[config.mk]
export PLATFORM = sky130hd
export DESIGN_NAME = chan_fifo
export DESIGN_NICKNAME = d
export VERILOG_FILES = /design/src/hdl/chan_fifo.sv
export SDC_FILE = /design/constraint.sdc
export NUM_CORES = 1
export LEC_CHECK = 0
export ABC_AREA = 1
export ABC_CLOCK_PERIOD_IN_PS = 1400
export BUFFER_PORTS_ARGS = -buffer_cell sky130_fd_sc_hd__buf_4
export CAP_MARGIN = 20
export CELL_PAD_IN_SITES_DETAIL_PLACEMENT = 1
export CELL_PAD_IN_SITES_GLOBAL_PLACEMENT = 2
export CORE_UTILIZATION = 24
export DETAILED_ROUTE_END_ITERATION = 12
export GPL_TIMING_DRIVEN = 1
export PLACE_DENSITY_LB_ADDON = 0.08
export REMOVE_ABC_BUFFERS = 1
export SLEW_MARGIN = 10
export SYNTH_ARGS = -nofsm -noshare
export SYNTH_HDL_FRONTEND = slang
export SYNTH_SLANG_ARGS = --single-unit
[constraint.sdc]
create_clock -name clk_i -period 1.4 [get_ports clk_i]
set_clock_uncertainty 0.15 [all_clocks]
set_input_delay 0.14 -clock clk_i [delete_from_list [all_inputs] [get_ports clk_i]]
set_output_delay 0.14 -clock clk_i [all_outputs]
set_load 0.1 [all_outputs]
[src/hdl/chan_fifo.sv]
`timescale 1ns/1ps

module chan_fifo #(
  parameter type chan_t = logic,
  parameter int  DEPTH  = 2
) (
  input  logic  clk_i,
  input  logic  arst_ni,
  input  chan_t in_i,
  input  logic  in_valid_i,
  output logic  in_ready_o,
  output chan_t out_o,
  output logic  out_valid_o,
  input  logic  out_ready_i
);

  localparam int PTR_W = (DEPTH > 1) ? $clog2(DEPTH) : 1;
  localparam int CNT_W = $clog2(DEPTH + 1);

  chan_t             mem_q [DEPTH];
  logic [PTR_W-1:0]  wr_ptr_q, rd_ptr_q;
  logic [CNT_W-1:0]  cnt_q;
  logic              push, pop;

  assign in_ready_o  = (cnt_q != CNT_W'(DEPTH));
  assign out_valid_o = (cnt_q != '0);
  assign out_o       = mem_q[rd_ptr_q];

  assign push = in_valid_i & in_ready_o;
  assign pop  = out_valid_o & out_ready_i;

  always_ff @(posedge clk_i or negedge arst_ni) begin
    if (!arst_ni) begin
      wr_ptr_q <= '0;
      rd_ptr_q <= '0;
      cnt_q    <= '0;
    end else begin
      if (push) begin
        wr_ptr_q <= (wr_ptr_q == PTR_W'(DEPTH - 1)) ? '0 : wr_ptr_q + 1'b1;
      end
      if (pop) begin
        rd_ptr_q <= (rd_ptr_q == PTR_W'(DEPTH - 1)) ? '0 : rd_ptr_q + 1'b1;
      end
      if (push && !pop) cnt_q <= cnt_q + 1'b1;
      else if (pop && !push) cnt_q <= cnt_q - 1'b1;  // push and pop together keep the count
    end
  end

  always_ff @(posedge clk_i) begin
    if (push) mem_q[wr_ptr_q] <= in_i;
  end

endmodule

==> impl_results.md, run 1 <==
- Outcome: complete, no violations
- Worst setup EP type: primary output
- Worst path cell trace: inv_2 > nand2_2 > buf_6 > buf_12
- CTS max path bufs: 2
- Number of DRC markers in iteration 0: 0
- Area of the mapped netlist: 317 um^2
- Wirelength per Cell: 10.8 um
- Vias: 282
- TNS Setup: 0 ns
- R2R depth: 9
- Die Ht: 38.3 um
- Die width: 38.3 um
- Worst slew margin: 87.4%
- All-Layer GR Usage: 13.9%
- Hold Path Cell Cnt: 3
- Req. time, crit path: 1.11 ns
- H-tree levels: 1
- Gpl congestion: 0.618
- Min Tclk post-route: 1.40 ns
- Critical path arrival: 1.11 ns
- Largest net degree at the start of global routing: 5
- Critical Path Max Stage Delay: 0.43 ns
- Routed Antenna Nets: 0
- Vias per cell: 4.09
- Crit share post-route: 99.7%
- Worst slew pin tran: 0.188 ns
- FILL cells: 131
- Post-synthesis sequential area ratio: 50.6%
- Synthesis warning total: 0
- IO Pins: 8
- Worst r2r src: cnt_q[0]
- Clk root buf: clkbuf_4
- First-pass GRT wire length: 1340 um
- Setup crit start: cnt_q[1]
- CTS tree: done
- R2r endpoint: cnt_q[1]
- Skew-Pair Late Insertion Delay: 0.24 ns
- RSZ-0062 raised after global routing: yes
- CORE AREA: 1170 um^2
- CP Launch Type: flop
- Antenna diodes: 0
- CP max stage cell: dfrtp_2
- Hold endpoint: rd_ptr_q
- Nets: 63
- Min-delay src: out_ready_i
- CTS buffer count: 3
- Max-Cap Viols: 0
- Synthesized flop and latch total: 6
- GR Overflow Total: 0
- Post-detail-place hpwl: 559 um
- Mean post-synth cell area: 9.31 um^2
- Fin. max-slew vios: 0
- Pre-Repair DR Iteration Count: 1
- Layout cells sized above 1: 63.6%
- Post-layout util: 49.4%
- Post-Route WL: 743 um
- Total die area: 1470 um^2
- Syn Inst Count: 34
- Drc violations: 0
- Hold Crit Class: in -> reg
- Clock-pin transition on the worst setup and hold timing paths: 0.05 ns
- I/O Buffers: 7
- FF-to-FF setup slack: 0.02 ns
- Clock Sinks: 6
- Crit Path Max Fanout: 3
- Initial Util: 27.0%
- Endpoints failing hold: 0
- Initial antenna violation count: 0
- Crit path kind: reg -> out
- Setup violations, final: 0
- Fmax: 716 MHz
- Core Rows: 12
- Netlist cell types: 13
- Number of global-route vias before repair: 316
- Area growth syn-to-layout: 82.6%
## what timing repair did
item,4_1_cts,5_1_grt
cloned,0,0
gates resized for setup,9,13
buffers inserted,2,3
hold buffers,2,0
pin swaps,0,3
endpoints found under the setup margin,4,4
hold endpoints to repair,6,0
## Yosys cell counts (all sizes together)
cell type / number / area (um^2)
nand2: 13 / 68.8
inv: 7 / 26.3
dfrtp: 4 / 100
edfxtp: 2 / 60.1
nand3: 2 / 10.0
nor2: 2 / 7.51
ha: 1 / 12.5
nand4: 1 / 6.26
xnor2: 1 / 8.76
xor2: 1 / 16.3
## worst max-delay path: cells and delay by family, from the launching register on
family                 cells  cell delay (ns)
buffers and inverters      3             0.35
flip-flops                 1             0.43
AND/OR/NAND/NOR            1             0.08
## worst max path at each step
stage	endpoint	slack, ns	cells after the start
floorplan	cnt_q[1]	-0.36	8
global placement	cnt_q[1]	-0.04	9
detailed placement	cnt_q[1]	-0.1	9
CTS	in_ready_o	0.005	3
global route	cnt_q[1]	-0.05	9
finish	out_valid_o	0.004	4
## cell type report
cell class / count / area (um^2) / share of cell area (%)
sequential: 6 / 161 / 27.9
multi-input combinational: 21 / 165 / 28.6
clock buffer: 3 / 22.5 / 3.90
timing repair buffer: 18 / 185 / 32.0
inverter: 7 / 26.3 / 4.55
tap: 14 / 17.5 / 3.03
## cell usage in the layout (no fill, tap or decap), drive strengths merged
cell / instances
nand3: 2
nand4: 1
nand2: 13
clkbuf: 3
xor2: 1
inv: 7
buf: 16
ha: 1
nor2: 2
xnor2: 1
dlygate4sd3: 2
dfrtp: 4
edfxtp: 2
## state kept, by name, summed over array words and instances, names as in the netlist
signal	count
mem_q	2
wr_ptr_q	1
cnt_q	2
rd_ptr_q	1
## through the flow
stage / worst slack, ns / std cells / hold WS (ns) / instance area (um^2)
finish: 0.00355 / 69 / 0.0296 / 578
global placement: -0.0354 / 59 / -0.208 / 417
floorplan: -0.357 / 34 / -0.306 / 317
CTS: 0.00520 / 66 / 0.0285 / 510
detailed placement: -0.0961 / 59 / -0.207 / 417
global route: -0.0503 / 69 / 0.0412 / 578
## logic make-up (layout without fill, tap and decap cells)
logic type / after synthesis / count (layout) / synth area share, %
XOR/XNOR: 2 / 2 / 7.91
AND/OR/NAND/NOR: 18 / 18 / 29.2
flip-flops: 6 / 6 / 50.6
buffers and inverters: 7 / 28 / 8.30
adder cells (fa/ha/maj): 1 / 1 / 3.95
## routing by layer
metal / up-vias / track usage, % / wire (um)
met5: - / 0 / 0
met4: 0 / 2.68 / 0
met3: 0 / 6.98 / 30
met2: 7 / 23.7 / 408
met1: 130 / 15.4 / 305
li1: 145 / - / -
Power of run 1 is left out: the tool's default activity adds up to more than one toggle a clock period on the data nets, which glitch-free logic cannot reach.
==> run 2: changes to the inputs <==
--- a/config.mk
+++ b/config.mk
@@ -14,7 +14,7 @@
 export CORE_UTILIZATION = 24
 export DETAILED_ROUTE_END_ITERATION = 12
 export GPL_TIMING_DRIVEN = 1
-export PLACE_DENSITY_LB_ADDON = 0.08
+export PLACE_DENSITY_LB_ADDON = 0.1
 export REMOVE_ABC_BUFFERS = 1
 export SLEW_MARGIN = 10
 export SYNTH_ARGS = -nofsm -noshare
==> run 2 against run 1 <==
Effect of this change:
- worst setup slack worse by 0.011 ns
- worst hold slack worse by 0.00077 ns
- die area stayed put
- first-iteration DRC count is 2 higher
- the flow now finishes with violations (negative setup slack)
==> impl_results.md, run 2 (synthesized netlist as in run 1, its figures left out) <==
- Multi-input gate area: 153 um^2 (-7.6%)
- Max-Cap Viols: 0 (unchanged)
- Crit share post-route: 101% (+0.77 points)
- Min Tclk post-route: 1.41 ns (+0.0108 ns)
- Hold Crit Class: in -> reg
- First-pass GRT wire length: 1320 um (-1.0%)
- Met1 Use GR: 13.7% (-1.8 points)
- Post-detail-place hpwl: 571 um (+2.2%)
- CORE AREA: 1170 um^2 (unchanged)
- Grt peak-use layer: met2
- Register Area: 161 um^2 (unchanged)
- Grt met3 use: 3.49% (-3.5 points)
- Antenna diodes: 0 (unchanged)
- Worst path cell trace: inv_2 > nand2_2 > buf_6 > buf_12
- Initial antenna violation count: 0 (unchanged)
- CTS buffer count: 3 (unchanged)
- Outcome: finished, violations left
- Crit path kind: reg -> out
- Failing checks: negative setup slack
- Initial Util: 27.0% (unchanged)
- Routed Antenna Nets: 0 (unchanged)
- Endpoints failing hold: 0 (unchanged)
- Req. time, crit path: 1.11 ns (about the same)
- Vias per cell: 4.16 (+1.8%)
- Gpl congestion: 0.647 (+4.6%)
- Largest registers: cnt_q: 2 flops, mem_q: 2 flops
- CP Launch Type: flop
- Total die area: 1470 um^2 (unchanged)
- IO Pins: 8 (unchanged)
- Die Ht: 38.3 um (unchanged)
- Clock-pin transition on the worst setup and hold timing paths: 0.04 ns (about the same)
- Skew-Pair Late Insertion Delay: 0.24 ns (about the same)
- Worst setup EP type: primary output
- Met2 global-route usage: 25.4% (+1.7 points)
- H-tree levels: 1 (unchanged)
- Clock Sinks: 6 (unchanged)
- Area growth syn-to-layout: 76.7%
- Worst setup margin: -0.00725 ns (-0.0108 ns)
- Drc violations: 0 (unchanged)
- Critical Path Max Stage Delay: 0.43 ns (about the same)
- Buffer and inverter count on the worst path: 3 (unchanged)
- Number of DRC markers in iteration 0: 2 (+2)
- Clk root buf: clkbuf_4
- Core Rows: 12 (unchanged)
- CP max stage cell: dfrtp_2
- RSZ-0062 raised after global routing: yes
- Crit Path Max Fanout: 3 (unchanged)
- Vias: 287 (+1.8%)
- Largest net degree at the start of global routing: 5 (unchanged)
- All-Layer GR Usage: 13.8% (-0.11 points)
- Worst slew margin: 86.6% (-0.85 points)
- Nets: 63 (unchanged)
- Critical path arrival: 1.12 ns (about the same)
- CTS max path bufs: 2 (unchanged)
- Most frequent cells in the layout: buf_4 (11), nand2_1 (9)
- Crit path max-delay family: flip-flops
- Die width: 38.3 um (unchanged)
- Setup violations, final: 1 (+1)
- Wirelength per Cell: 11.2 um (+3.8%)
- Number of global-route vias before repair: 346 (+9.5%)
- CTS tree: done
- Fin. max-slew vios: 0 (unchanged)
- Pre-Repair DR Iteration Count: 2 (+1)
- I/O Buffers: 7 (unchanged)
- Fmax: 711 MHz (-0.77%)
- Worst slew pin tran: 0.202 ns (+0.0134 ns)
- Commonest non-fill, non-tap cell in the layout: buf_4
- Post-layout util: 47.8% (-1.6 points)
- GR Overflow Total: 0 (unchanged)
- FILL cells: 135 (+3.1%)
- Layout cells sized above 1: 56.4% (-7.3 points)
- Post-Route WL: 771 um (+3.8%)
run 2: worst paths after layout:
path	depth (start not counted)	end	startpoint	slack [ns]
setup reg to reg	8	cnt_q[1]	cnt_q[1]	0.01
min in group asynchronous	2	cnt_q[1]	arst_ni	0.10
hold / removal	3	rd_ptr_q	out_ready_i	0.03
hold reg to reg	2	rd_ptr_q	rd_ptr_q	0.36
setup / recovery	4	out_valid_o	cnt_q[1]	-0.007
max in group asynchronous	2	cnt_q[1]	arst_ni	0.89
run 2: what timing repair did:
action / 4_1_cts / 5_1_grt
pin swaps: 1 / 1
endpoints found under the setup margin: 3 / 4
hold buffers: 2 / 0
hold endpoints to repair: 6 / 0
gates resized for setup: 8 / 8
setup buffers: 3 / 0
run 2: final cells by class:
| type | count | share of cell area (%) |
|---|---|---|
| sequential | 6 | 28.9 |
| timing repair buffer | 18 | 31.5 |
| tap | 14 | 3.13 |
| multi-input combinational | 21 | 27.3 |
| clock buffer | 3 | 4.03 |
| inverter | 7 | 5.15 |
run 2: stage by stage:
stage / setup WS, ns / cell area [um^2] / TNS, ns / hold WS (ns) / std cells
after detailed placement: -0.119 / 432 / -0.119 / -0.210 / 61
after floorplan: -0.357 / 317 / -0.617 / -0.306 / 34
after CTS: -0.00946 / 529 / -0.0100 / 0.0147 / 69
final: -0.00725 / 559 / -0.00725 / 0.0289 / 69
after global routing: -0.0722 / 559 / -0.142 / 0.0411 / 69
after global placement: -0.0482 / 432 / -0.0482 / -0.211 / 61
run 2: routing by layer:
layer,wire length (um),up-vias
met5,0,-
met4,6,0
met3,20,2
met2,435,5
met1,309,137
li1,-,143
run 2: tightest hold or removal path, delay by kind of cell:
kind          cells  cell delay, ns
simple gates      2            0.14
buf+inv           1            0.10
Power of run 2 is left out for the same reason.
