File: config.mk
export PLATFORM = sky130hd
export DESIGN_NAME = axi_to_mem
export DESIGN_NICKNAME = d
export VERILOG_FILES = /design/src/common/axi_ram_pkg.sv /design/src/axi_to_mem/axi_to_mem.sv
export SDC_FILE = /design/constraint.sdc
export NUM_CORES = 1
export LEC_CHECK = 0
export ABC_AREA = 1
export BUFFER_PORTS_ARGS = -buffer_cell sky130_fd_sc_hd__buf_2
export CORE_AREA = 2 2 94 96
export CTS_CLUSTER_SIZE = 25
export DETAILED_ROUTE_END_ITERATION = 10
export DIE_AREA = 0 0 96 98
export SETUP_SLACK_MARGIN = 0.05
export SKIP_LAST_GASP = 1
export SLEW_MARGIN = 10
export SYNTH_ARGS = -nofsm -noshare
export SYNTH_HDL_FRONTEND = slang
export SYNTH_SLANG_ARGS = --single-unit
File: constraint.sdc
create_clock -name clk_i -period 3.8 [get_ports clk_i]
set_input_delay 0.76 -clock clk_i [delete_from_list [all_inputs] [get_ports clk_i]]
set_output_delay 0.76 -clock clk_i [all_outputs]
set_load 0.005 [all_outputs]
File: src/common/axi_ram_pkg.sv
package axi_ram_pkg;

  // bus geometry
  localparam int ADDR_W = 32;
  localparam int DATA_W = 32;
  localparam int STRB_W = DATA_W / 8;
  localparam int ID_W   = 4;

  localparam int BYTE_OFFS_W = $clog2(STRB_W);  // byte bits below the word index

  localparam logic [1:0] RESP_OKAY   = 2'd0;
  localparam logic [1:0] RESP_SLVERR = 2'd2;

  typedef struct packed {
    logic [ID_W-1:0]   id;
    logic [ADDR_W-1:0] addr;
  } aw_chan_t;

  typedef struct packed {
    logic [DATA_W-1:0] data;
    logic [STRB_W-1:0] strb;
  } w_chan_t;

  typedef struct packed {
    logic [ID_W-1:0] id;
    logic [1:0]      resp;
  } b_chan_t;

  typedef struct packed {
    logic [ID_W-1:0]   id;
    logic [ADDR_W-1:0] addr;
  } ar_chan_t;

  typedef struct packed {
    logic [ID_W-1:0]   id;
    logic [DATA_W-1:0] data;
    logic [1:0]        resp;
  } r_chan_t;

  // master to slave
  typedef struct packed {
    aw_chan_t aw;
    logic     aw_valid;
    w_chan_t  w;
    logic     w_valid;
    logic     b_ready;
    ar_chan_t ar;
    logic     ar_valid;
    logic     r_ready;
  } req_t;

  // slave to master
  typedef struct packed {
    logic     aw_ready;
    logic     w_ready;
    b_chan_t  b;
    logic     b_valid;
    logic     ar_ready;
    r_chan_t  r;
    logic     r_valid;
  } resp_t;

endpackage

File: src/axi_to_mem/axi_to_mem.sv
`timescale 1ns/1ps

module axi_to_mem #(
  parameter logic [axi_ram_pkg::ADDR_W-1:0] MEM_BASE     = 32'h1000,
  parameter int                             MEM_SIZE     = 12,
  parameter bit                             ALLOW_WRITES = 1'b1
) (
  input  logic                                          clk_i,
  input  logic                                          arst_ni,
  // request side, from the input FIFOs
  input  axi_ram_pkg::aw_chan_t                         aw_i,
  input  logic                                          aw_valid_i,
  output logic                                          aw_ready_o,
  input  axi_ram_pkg::w_chan_t                          w_i,
  input  logic                                          w_valid_i,
  output logic                                          w_ready_o,
  input  axi_ram_pkg::ar_chan_t                         ar_i,
  input  logic                                          ar_valid_i,
  output logic                                          ar_ready_o,
  // response side, into the output FIFOs
  output axi_ram_pkg::b_chan_t                          b_o,
  output logic                                          b_valid_o,
  input  logic                                          b_ready_i,
  output axi_ram_pkg::r_chan_t                          r_o,
  output logic                                          r_valid_o,
  input  logic                                          r_ready_i,
  // memory port
  output logic                                          mem_req_o,
  output logic                                          mem_we_o,
  output logic [MEM_SIZE-axi_ram_pkg::BYTE_OFFS_W-1:0]  mem_addr_o,
  output logic [axi_ram_pkg::DATA_W-1:0]                mem_wdata_o,
  output logic [axi_ram_pkg::STRB_W-1:0]                mem_strb_o,
  input  logic [axi_ram_pkg::DATA_W-1:0]                mem_rdata_i
);

  import axi_ram_pkg::*;

  typedef enum logic {
    ST_IDLE,
    ST_RESP
  } state_e;

  state_e            state_q, state_d;
  logic              is_wr_q;
  logic              err_q;
  logic [ID_W-1:0]   id_q;

  logic [ADDR_W-1:0] wr_offs, rd_offs;
  logic              wr_in_win, rd_in_win;
  logic              wr_err;
  logic              start_wr, start_rd;
  logic              resp_done;

  // offsets into the window
  assign wr_offs   = aw_i.addr - MEM_BASE;
  assign rd_offs   = ar_i.addr - MEM_BASE;
  assign wr_in_win = (wr_offs[ADDR_W-1:MEM_SIZE] == '0);
  assign rd_in_win = (rd_offs[ADDR_W-1:MEM_SIZE] == '0);
  assign wr_err    = !wr_in_win || !ALLOW_WRITES;

  // writes win over reads
  assign start_wr = (state_q == ST_IDLE) && aw_valid_i && w_valid_i;
  assign start_rd = (state_q == ST_IDLE) && !(aw_valid_i && w_valid_i) && ar_valid_i;

  assign aw_ready_o = start_wr;
  assign w_ready_o  = start_wr;
  assign ar_ready_o = start_rd;

  // failing accesses never reach the bank
  assign mem_req_o   = (start_wr && !wr_err) || (start_rd && rd_in_win);
  assign mem_we_o    = start_wr;
  assign mem_addr_o  = start_wr ? wr_offs[MEM_SIZE-1:BYTE_OFFS_W]
                                : rd_offs[MEM_SIZE-1:BYTE_OFFS_W];
  assign mem_wdata_o = w_i.data;
  assign mem_strb_o  = w_i.strb;

  assign b_o.id      = id_q;
  assign b_o.resp    = err_q ? RESP_SLVERR : RESP_OKAY;
  assign b_valid_o   = (state_q == ST_RESP) && is_wr_q;

  assign r_o.id      = id_q;
  assign r_o.data    = err_q ? '0 : mem_rdata_i;  // bank output holds while waiting
  assign r_o.resp    = err_q ? RESP_SLVERR : RESP_OKAY;
  assign r_valid_o   = (state_q == ST_RESP) && !is_wr_q;

  assign resp_done = is_wr_q ? b_ready_i : r_ready_i;

  always_comb begin
    state_d = state_q;
    case (state_q)
      ST_IDLE: if (start_wr || start_rd) state_d = ST_RESP;
      ST_RESP: if (resp_done) state_d = ST_IDLE;
      default: state_d = ST_IDLE;
    endcase
  end

  always_ff @(posedge clk_i or negedge arst_ni) begin
    if (!arst_ni) begin
      state_q <= ST_IDLE;
      is_wr_q <= 1'b0;
    end else begin
      state_q <= state_d;
      if (start_wr || start_rd) is_wr_q <= start_wr;
    end
  end

  // id and error flag kept for the response
  always_ff @(posedge clk_i) begin
    if (start_wr) begin
      id_q  <= aw_i.id;
      err_q <= wr_err;
    end else if (start_rd) begin
      id_q  <= ar_i.id;
      err_q <= !rd_in_win;
    end
  end

endmodule

==> out/qor.csv, run 1 <==
stage,metric,value,unit
logic_synthesis,synth-xor-area-share,0,
hold_path,min_path_type,input pin to asynchronous set/reset pin,
critical_path,timing.critical_path.required,3.04,ns
timing,holdWs,0.3146,ns
timing,max_freq,0.3602,GHz
global_route,grt_max_degree,35,
clocking,cts_buffers,3,
timing,hold_viol,0,
cells_and_area,layout-drive-gt1-share,0.4208,
critical_path,cpLargestDelayFamily,simple AND/OR/NAND/NOR gates,
flow_run,cap_violations,0,
logic_synthesis,synth_mux_area_frac,0,
logic_synthesis,synth_fa_ha_area_frac,0,
clocking,cts_buffer_depth,2,
die,die_width,96,um
timing,fin_setup_tns,0,ns
logic_synthesis,synth-compound-area-share,0.02158,
die,io_pins,244,
critical_path,reg2reg_slack,1.98,ns
critical_path,rr_startpoint,state_q,
critical_path,cp_slowest_stage_delay,0.22,ns
timing,min_period_over_period,0.7306,
logic_synthesis,synth_area,0.001682,mm2
power_and_ir_drop,vdd_drop_max,0.1487,mV
global_route,grt_pass1_vias,1986,
clocking,clk_latency,0.22,ns
placement,dpl-instance-area,0.002281,mm2
logic_synthesis,seq_area_frac_synth,0.1190,
detailed_routing,drtIter0Drc,36,
cells_and_area,fin_cells,550,
global_route,grt_overflow,0,
detailed_routing,post_drt_wl_per_cell,10.53,um
logic_synthesis,synth_top_family_by_area,simple AND/OR/NAND/NOR gates,
logic_synthesis,synth.avg_cell_area,5.206,um2
timing,drv_slew,0,
timing,setup_viol,0,
critical_path,cp_slowest_cell,nand2_2,
cells_and_area,nNetsFinal,590,
placement,place_hpwl,5305,um
critical_path,r2r_end,id_q[2],
cells_and_area,num-fill-cells,998,
critical_path,worstRegToRegCells,5,
cells_and_area,final_common_cell,buf_2,
timing,max_slew.worst_pin.slew,1.011,ns
timing,grt_setup_unrepaired,no,
detailed_routing,drc_errors,0,
critical_path,criticalPathCategory,input pin to primary output,
placement,gp_congestion,0.7978,
clocking,postCtsSetupBuffers,0,
critical_path,cp_common_cell,nand2_1,
logic_synthesis,yosys.area_share.simple,0.5149,
die,row_count,34,
placement,place_inst,546,
detailed_routing,routed_wl,5791,um
clocking,cts.reportedPaths.clkPinSlew,0.04,ns
timing,skew,0.005793,ns
detailed_routing,vias,2175,
detailed_routing,viasPerCell,3.955,
clocking,hold_buffers,0,
die,coreArea,0.008466,mm2
clocking,root_buffer,clkbuf_8,
cells_and_area,area_delta_synth_final,38.32,%
outcome,status,"complete, no violations",
critical_path,cp_max_fo,18,
die,die_h,98,um
logic_synthesis,synth.distinct_cells,27,
logic_synthesis,synth_warnings,0,
power_and_ir_drop,p_leak,1.520,nW
critical_path,worstSetupStartpointType,input pin,
die,die-area,0.009408,mm2
clocking,cts-htree-levels,1,
detailed_routing,drtPass1Iterations,4,
logic_synthesis,synth_cells,323,
clocking,cts_resized,0,
cells_and_area,mostFrequentLayoutCells,"165 x buf_2, 91 x nand2_1, 77 x nor2_1",
cells_and_area,finalInstanceArea,0.002326,mm2
cells_and_area,diodes,0,
timing,maxSlewHeadroom,0.3259,
clocking,cts.sink_count,7,
global_route,grt_util_all_layers,0.1114,
clocking,cts_tree,done,
critical_path,arrival,2.02,ns
placement,port_buffers,165,
die,start_util,0.1986,
global_route,grt_pass1_wl,8576,um
critical_path,critical_path_buf_inv_count,4,
detailed_routing,antenna_left,0,
critical_path,crit_path_end_kind,primary output,
global_route,antenna_found_initial,0,
timing,min_period,2.776,ns
critical_path,path_cells,buf_2 -> nand2_1 -> inv_1 -> nand2_2 -> nor2_1 -> nand2_1 -> nor2_1 -> nand2_1 -> nor2_1 -> nand3_1 -> nor2_2 -> inv_1 -> nand2_1 -> buf_2,
logic_synthesis,ys_ff_latch,7,
power_and_ir_drop,p_per_area,204.1,mW/mm2
worst max-delay path by stage:
stage	startpoint	slack (ns)	cells after the start	endpoint
2_1_floorplan	ar_i[17]	1.43	11	mem_req_o
3_3_place_gp	aw_valid_i	0.97	14	mem_req_o
3_5_place_dp	aw_valid_i	0.98	14	mem_req_o
4_1_cts	aw_valid_i	0.98	14	mem_req_o
5_1_grt	w_valid_i	0.72	14	mem_req_o
6_report	aw_valid_i	1.02	14	mem_req_o
power by group:
part	switching, mW	internal (mW)
logic	0.137	0.113
clock network	0.0298	0.0724
registers	0.0120	0.110
total	0.179	0.296
layer usage:
layer	vias up	wire length, um	global-route usage
met5	-	0	0
met4	0	52	0.01758
met3	4	737	0.03472
met2	139	2966	0.2206
met1	899	2035	0.1116
li1	1133	-	-
synth_stat cells:
cell type / n / share of area
inv_2: 1 / 0.0022
o21bai_1: 1 / 0.0045
or2_2: 1 / 0.0037
nor3_1: 2 / 0.0060
dfrtp_1: 2 / 0.030
nand3b_1: 2 / 0.0089
or2_1: 1 / 0.0037
nand3_1: 7 / 0.021
nand2_1: 91 / 0.20
conb_1: 1 / 0.0022
o21ai_1: 1 / 0.0030
nand4_1: 3 / 0.011
o221ai_1: 1 / 0.0052
nor2_1: 77 / 0.17
nand3_2: 3 / 0.018
buf_4: 46 / 0.21
nor2_2: 7 / 0.026
nand2_2: 2 / 0.0074
and2_1: 2 / 0.0074
o21ai_0: 2 / 0.0060
nand2_4: 1 / 0.0067
inv_1: 55 / 0.12
clkbuf_1: 4 / 0.0089
a21oi_1: 1 / 0.0030
edfxtp_1: 5 / 0.089
buf_2: 1 / 0.0030
nor2_4: 3 / 0.020
stage by stage:
step	utilization	worst slack [ns]	power, mW
after floorplan	-	1.429	0.2873
after global placement	0.2694	0.9698	0.3749
after detailed placement	0.2694	0.9805	0.3788
after CTS	0.2748	0.9766	0.4850
after global routing	0.2748	0.7235	0.5262
final	0.2748	1.024	0.4748
layout make-up:
class | instances | area (um2) | area share
Multi-Input combinational cell | 210 | 909.6 | 0.3911
Timing Repair Buffer | 165 | 825.8 | 0.3550
Inverter | 56 | 210.2 | 0.09037
Sequential cell | 7 | 200.2 | 0.08607
Tap cell | 108 | 135.1 | 0.05810
Clock buffer | 4 | 45.04 | 0.01937
sequential cells by signal, summed over array words and instances (netlist names):
signal	flops
state_q	1
err_q	1
id_q	4
is_wr_q	1
kinds of logic (layout without fill, tap and decap cells):
kind of cell	Yosys count	count (layout)
and+or+nand+nor	202	202
buffers and inverters	107	225
AOI/OAI and AO/OA	6	6
other	1	2
DFF	7	7
Power figures use the tool's default switching activity.
==> run 2, diff against run 1 <==
- CORE_AREA: 2 2 94 96 -> 2 2 93 95
- DIE_AREA: 0 0 96 98 -> 0 0 95 97
- clock period: 3.8 -> 2.5 ns (I/O delays scaled with it)
==> run 2 against run 1 <==
Clock-buffer cell count stayed put. Core utilization is 1.3 points higher. Clock power is 56% higher. First-iteration DRC count is 17% lower. Via count is 0.41% lower. Non-clock buffer count is 2 higher. Worst setup slack worse by 0.82 ns. Clock skew is 0.0049 ns lower. Worst hold slack worse by 0.26 ns. Critical path type unchanged. Largest cell class unchanged. Highest routed layer unchanged.
==> out/qor.csv, run 2 (synthesized netlist as in run 1, its figures left out) <==
stage,metric,value,unit,change
clocking,postCtsSetupBuffers,0,,unchanged
critical_path,crit_path_end_kind,primary output,,
placement,place_hpwl,5244,um,-1.2%
timing,holdWs,0.05315,ns,-0.2614 ns
timing,fin_ws,0.2011,ns,-0.8228 ns
detailed_routing,vias,2166,,-0.41%
critical_path,cp_slowest_stage_delay,0.15,ns,-0.07 ns
global_route,grt_pass1_wl,8659,um,+0.97%
outcome,status,"complete, no violations",,
critical_path,timing.critical_path.required,2.00,ns,-1.04 ns
cells_and_area,largest_reg_flops,4,,unchanged
critical_path,cp_slowest_cell,nor2_4,,
clocking,cts_resized,0,,unchanged
power_and_ir_drop,p_leak,1.529,nW,+0.61%
cells_and_area,multiInputGateArea,914.6,um2,+0.55%
clocking,cts.reportedPaths.clkPinSlew,0.04,ns,about the same
critical_path,critical_path_buf_inv_count,4,,unchanged
placement,gp_congestion,0.8375,,+5.0%
power_and_ir_drop,p_per_area,311.6,mW/mm2,+53%
clocking,hold_buffers,0,,unchanged
cells_and_area,layout-drive-gt1-share,0.4234,,+0.002609
timing,min_period_over_period,0.9196,,
placement,dpl-instance-area,0.002292,mm2,+0.49%
global_route,grt_overflow,0,,unchanged
die,die_h,97,um,-1.0%
global_route,grt_pass1_vias,1965,,-1.1%
timing,maxSlewHeadroom,0.6634,,+0.3375
placement,dp_slack,0.2094,ns,-0.7711 ns
detailed_routing,post_drt_wl_per_cell,10.62,um,+0.89%
cells_and_area,top_register,id_q,,
cells_and_area,num-fill-cells,960,,-3.8%
timing,setup_viol,0,,unchanged
timing,grt_setup_unrepaired,no,,
die,die_width,95,um,-1.0%
cells_and_area,diodes,0,,unchanged
timing,fin_setup_tns,0,ns,unchanged
critical_path,arrival,1.80,ns,-0.22 ns
power_and_ir_drop,finalPower,729.7,uW,+54%
cells_and_area,finalInstanceArea,0.002342,mm2,+0.70%
detailed_routing,drtIter0Drc,30,,-17%
hold_path,min_path_type,input pin to asynchronous set/reset pin,,
detailed_routing,viasPerCell,3.945,,-0.23%
die,row_count,33,,-2.9%
detailed_routing,drc_errors,0,,unchanged
global_route,grt_max_degree,35,,unchanged
detailed_routing,antenna_left,0,,unchanged
clocking,root_buffer,clkbuf_8,,
die,io_pins,244,,unchanged
placement,port_buffers,165,,unchanged
clocking,cts_buffer_depth,2,,unchanged
timing,hold_viol,0,,unchanged
timing,min_period,2.299,ns,
cells_and_area,mostFrequentLayoutCells,"165 x buf_2, 91 x nand2_1, 77 x nor2_1",,
critical_path,cp_common_cell,nor2_1,,
critical_path,path_cells,buf_2 -> nor2_4 -> nand3_1 -> inv_2 -> nand2_1 -> nor2_1 -> nor2_1 -> nor2_1 -> nand3_1 -> nor2_2 -> inv_1 -> nand2_1 -> buf_2,,
global_route,grt_util_all_layers,0.1138,,+0.002407
critical_path,criticalPathCategory,input pin to primary output,,
detailed_routing,routed_wl,5832,um,+0.71%
clocking,cts.sink_count,7,,unchanged
flow_run,cap_violations,0,,unchanged
cells_and_area,area.sequential,200.2,um2,unchanged
global_route,antenna_found_initial,0,,unchanged
power_and_ir_drop,vdd_drop_max,0.2639,mV,+77%
critical_path,worstSetupStartpointType,input pin,,
clocking,cts_buffers,3,,unchanged
die,start_util,0.2067,,+0.008097
timing,max_slew.worst_pin.slew,0.5043,ns,-0.5068 ns
clocking,clk_latency,0.22,ns,about the same
timing,max_freq,0.4350,GHz,
die,coreArea,0.008134,mm2,-3.9%
detailed_routing,drtPass1Iterations,4,,unchanged
cells_and_area,area_delta_synth_final,39.29,%,
clocking,cts-htree-levels,1,,unchanged
timing,drv_slew,0,,unchanged
timing,skew,0.0009033,ns,-0.004890 ns
cells_and_area,nNetsFinal,592,,+0.34%
critical_path,cpLargestDelayFamily,simple AND/OR/NAND/NOR gates,,
clocking,cts_tree,done,,
die,die-area,0.009215,mm2,-2.1%
critical_path,cp_max_fo,4,,-14
cells_and_area,final_common_cell,buf_2,,
## run 2: cell count changes in the layout (fill, tap and decap cells not counted), sizes merged
cell and delta:
buf +2
## run 2: path summary, 6_finish.rpt
check / slack, ns / cells past startpoint / end / start
setup / recovery: 0.20 / 13 / mem_req_o / aw_i[13]
hold / removal: 0.05 / 1 / state_q / arst_ni
setup reg to reg: 0.89 / 5 / id_q[0] / state_q
hold reg to reg: 0.52 / 2 / is_wr_q / is_wr_q
max in group asynchronous: 2.35 / 1 / is_wr_q / arst_ni
min in group clk_i: 0.52 / 2 / is_wr_q / is_wr_q
## run 2: routing by layer
metal / global-route usage / share of wire / vias up
met1: 0.1205 / 0.37 / 894
met5: 0 / 0 / -
met4: 0.01338 / 0.0036 / 0
met3: 0.02414 / 0.10 / 2
met2: 0.2286 / 0.52 / 133
li1: - / - / 1137
## run 2: final cells by class
cell class,count,share of cell area
multi-input combinational,210,0.3905
timing repair buffer,167,0.3590
inverter,56,0.08974
sequential,7,0.08547
tap,105,0.05609
clock buffer,4,0.01923
## run 2: metrics by stage
stage,instances,util
2_1_floorplan,324,-
3_3_place_gp,545,0.2818
3_5_place_dp,545,0.2818
4_1_cts,549,0.2873
5_1_grt,549,0.2880
6_report,549,0.2880
## run 2: report_power, final
group / total, mW / leakage, nW / switching (mW) / internal, mW
Sequential: 0.185 / 0.0688 / 0.0176 / 0.168
Combinational: 0.386 / 1.44 / 0.211 / 0.175
Clock: 0.159 / 0.0228 / 0.0483 / 0.110
==> run 3, diff against run 2 <==
- BUFFER_PORTS_ARGS: -buffer_cell sky130_fd_sc_hd__buf_2 -> -buffer_cell sky130_fd_sc_hd__buf_4
- CAP_MARGIN: default -> 10
- CTS_BUF_LIST: default -> sky130_fd_sc_hd__clkbuf_8
==> run 3 against run 2 <==
Critical path depth fell by 2. Power rose by 12%. Clock skew grew 0.0011 ns. Via count rose by 0.55%. Critical endpoint unchanged. Fmax up 1.7%. Clock-buffer cell count is 1 lower. Final area up 18%. Wire length up 1.1%.
==> out/qor.csv, run 3 (synthesized netlist as in run 1, its figures left out) <==
stage,metric,value,unit,change
power_and_ir_drop,vdd_drop_max,0.3517,mV,+33%
timing,hold_viol,0,,unchanged
cells_and_area,area.sequential,200.2,um2,unchanged
cells_and_area,top_register,id_q,,
cells_and_area,num-fill-cells,896,,-6.7%
global_route,grt_pass1_vias,2012,,+2.4%
cells_and_area,diodes,0,,unchanged
timing,min_period_over_period,0.9044,,-0.01519
die,coreArea,0.008134,mm2,unchanged
cells_and_area,largest_reg_flops,4,,unchanged
timing,fin_setup_tns,0,ns,unchanged
timing,grt_setup_unrepaired,no,,
timing,max_freq,0.4423,GHz,+1.7%
clocking,cts_resized,0,,unchanged
timing,maxSlewHeadroom,0.6478,,-0.01560
timing,skew,0.002003,ns,+0.001099 ns
cells_and_area,mostFrequentLayoutCells,"167 x buf_4, 91 x nand2_1, 76 x nor2_1",,
clocking,postCtsSetupBuffers,0,,unchanged
detailed_routing,drt-met1-wl,2135,um,-1.8%
detailed_routing,vias,2178,,+0.55%
flow_run,cap_violations,0,,unchanged
detailed_routing,drtPass1Iterations,4,,unchanged
global_route,grt_max_degree,35,,unchanged
detailed_routing,routed_wl,5899,um,+1.1%
critical_path,worstSetupStartpointType,input pin,,
global_route,grt_pass1_wl,9032,um,+4.3%
critical_path,crit_path_end_kind,primary output,,
timing,min_period,2.261,ns,-0.03798 ns
outcome,status,"complete, no violations",,
power_and_ir_drop,internal-power,539.0,uW,+19%
power_and_ir_drop,clkPwrFrac,0.189,,-0.028
power_and_ir_drop,p_leak,1.640,nW,+7.3%
timing,fin_ws,0.2391,ns,+0.03797 ns
detailed_routing,viasPerCell,3.967,,+0.55%
die,die_h,97,um,unchanged
power_and_ir_drop,pwr-share-seq,0.228,,-0.026
clocking,cts.sink_count,7,,unchanged
timing,setup_viol,0,,unchanged
hold_path,min_path_type,input pin to asynchronous set/reset pin,,
clocking,cts_buffers,3,,unchanged
clocking,cts_tree,done,,
critical_path,cp_max_fo,3,,-1
die,die_width,95,um,unchanged
power_and_ir_drop,p_per_area,296.5,mW/mm2,-4.8%
power_and_ir_drop,p_sw,277.1,uW,+0.22%
detailed_routing,wl_met3,700,um,+15%
placement,dp_slack,0.2393,ns,+0.02991 ns
power_and_ir_drop,power.share.switching,0.3395,,-0.03932
critical_path,arrival,1.76,ns,-0.04 ns
timing,drv_slew,0,,unchanged
cells_and_area,layout-drive-gt1-share,0.4257,,+0.002252
cells_and_area,multiInputGateArea,912.1,um2,-0.27%
clocking,root_buffer,clkbuf_8,,
detailed_routing,drtIter0Drc,22,,-27%
placement,place_hpwl,5308,um,+1.2%
detailed_routing,drc_errors,0,,unchanged
detailed_routing,antenna_left,0,,unchanged
cells_and_area,area_delta_synth_final,63.69,%,
clocking,clk_latency,0.22,ns,about the same
die,start_util,0.2067,,unchanged
power_and_ir_drop,p_comb_frac,0.583,,+0.054
placement,gp_congestion,0.7931,,-5.3%
timing,max_slew.worst_pin.slew,0.5277,ns,+0.02338 ns
clocking,hold_buffers,0,,unchanged
cells_and_area,final_common_cell,buf_4,,
detailed_routing,post_drt_wl_per_cell,10.74,um,+1.1%
cells_and_area,nNetsFinal,592,,unchanged
global_route,antenna_found_initial,0,,unchanged
detailed_routing,wl_met2,3022,um,-0.13%
clocking,cts.reportedPaths.clkPinSlew,0.04,ns,about the same
die,io_pins,244,,unchanged
clocking,cts-htree-levels,1,,unchanged
clocking,cts_buffer_depth,2,,unchanged
placement,port_buffers,165,,unchanged
global_route,grt_overflow,0,,unchanged
detailed_routing,top_layer_used,met4,,
die,row_count,33,,unchanged
global_route,grt_util_all_layers,0.1180,,+0.004190
die,die-area,0.009215,mm2,unchanged
critical_path,criticalPathCategory,input pin to primary output,,
critical_path,timing.critical_path.required,2.00,ns,about the same
-- run 3: cell types whose count changed in the layout (fill, tap and decap cells not counted) --
| cell | before | now |
|---|---|---|
| buf_2 | 165 | 0 |
| buf_4 | 2 | 167 |
| clkbuf_1 | 1 | 0 |
| inv_1 | 55 | 56 |
| nor2_1 | 77 | 76 |
| nor2_2 | 6 | 8 |
| nor2_4 | 4 | 3 |
-- run 3: layout make-up --
| cell class | instances | area share |
|---|---|---|
| timing repair buffer | 167 | 0.4555 |
| multi-input combinational | 210 | 0.3314 |
| inverter | 56 | 0.07636 |
| sequential | 7 | 0.07273 |
| tap | 105 | 0.04773 |
| clock buffer | 3 | 0.01500 |
| clock inverter | 1 | 0.001364 |
-- run 3: per-layer routing --
metal,track usage,vias to the layer above
met5,0,-
met2,0.2319,135
met1,0.1249,905
li1,-,1134
met4,0.02007,0
met3,0.02804,4
-- run 3: per-stage QoR --
stage,util,cells,area (um2),total power [mW],hold slack (ns)
after floorplan,-,324,1685,0.4367,0.2044
after global placement,0.3326,545,2705,0.6685,0.2829
after detailed placement,0.3326,545,2705,0.6721,0.2842
after CTS,0.3381,549,2750,0.8342,0.04164
after global routing,0.3384,549,2753,0.8949,0.03450
final,0.3384,549,2753,0.8161,0.04874
-- run 3: worst paths after layout --
check | from | end | slack (ns) | cells past startpoint
max reg2reg | state_q | id_q[0] | 0.69 | 6
max in group asynchronous | arst_ni | is_wr_q | 2.36 | 1
min reg2reg | is_wr_q | is_wr_q | 0.50 | 2
min | arst_ni | state_q | 0.05 | 1
min in group clk_i | is_wr_q | is_wr_q | 0.50 | 2
max | ar_i[27] | mem_req_o | 0.24 | 11
-- run 3: worst max-delay path: stages --
cell and delay (ns):
buf_4 0.11, nor2_1 0.22, inv_1 0.09, nor2_1 0.14
nand2_1 0.09, o21ai_1 0.13, nand4_1 0.13, nor2_2 0.12
nand2_1 0.06, nand2_1 0.05, buf_4 0.11
-- run 3: power by group through the flow --
stage	clock network, mW	logic [mW]	registers [mW]
6_report	0.154	0.476	0.186
5_1_grt	0.169	0.532	0.194
4_1_cts	0.161	0.485	0.187
3_5_place_dp	0	0.483	0.189
3_3_place_gp	0	0.481	0.187
2_1_floorplan	0	0.251	0.186
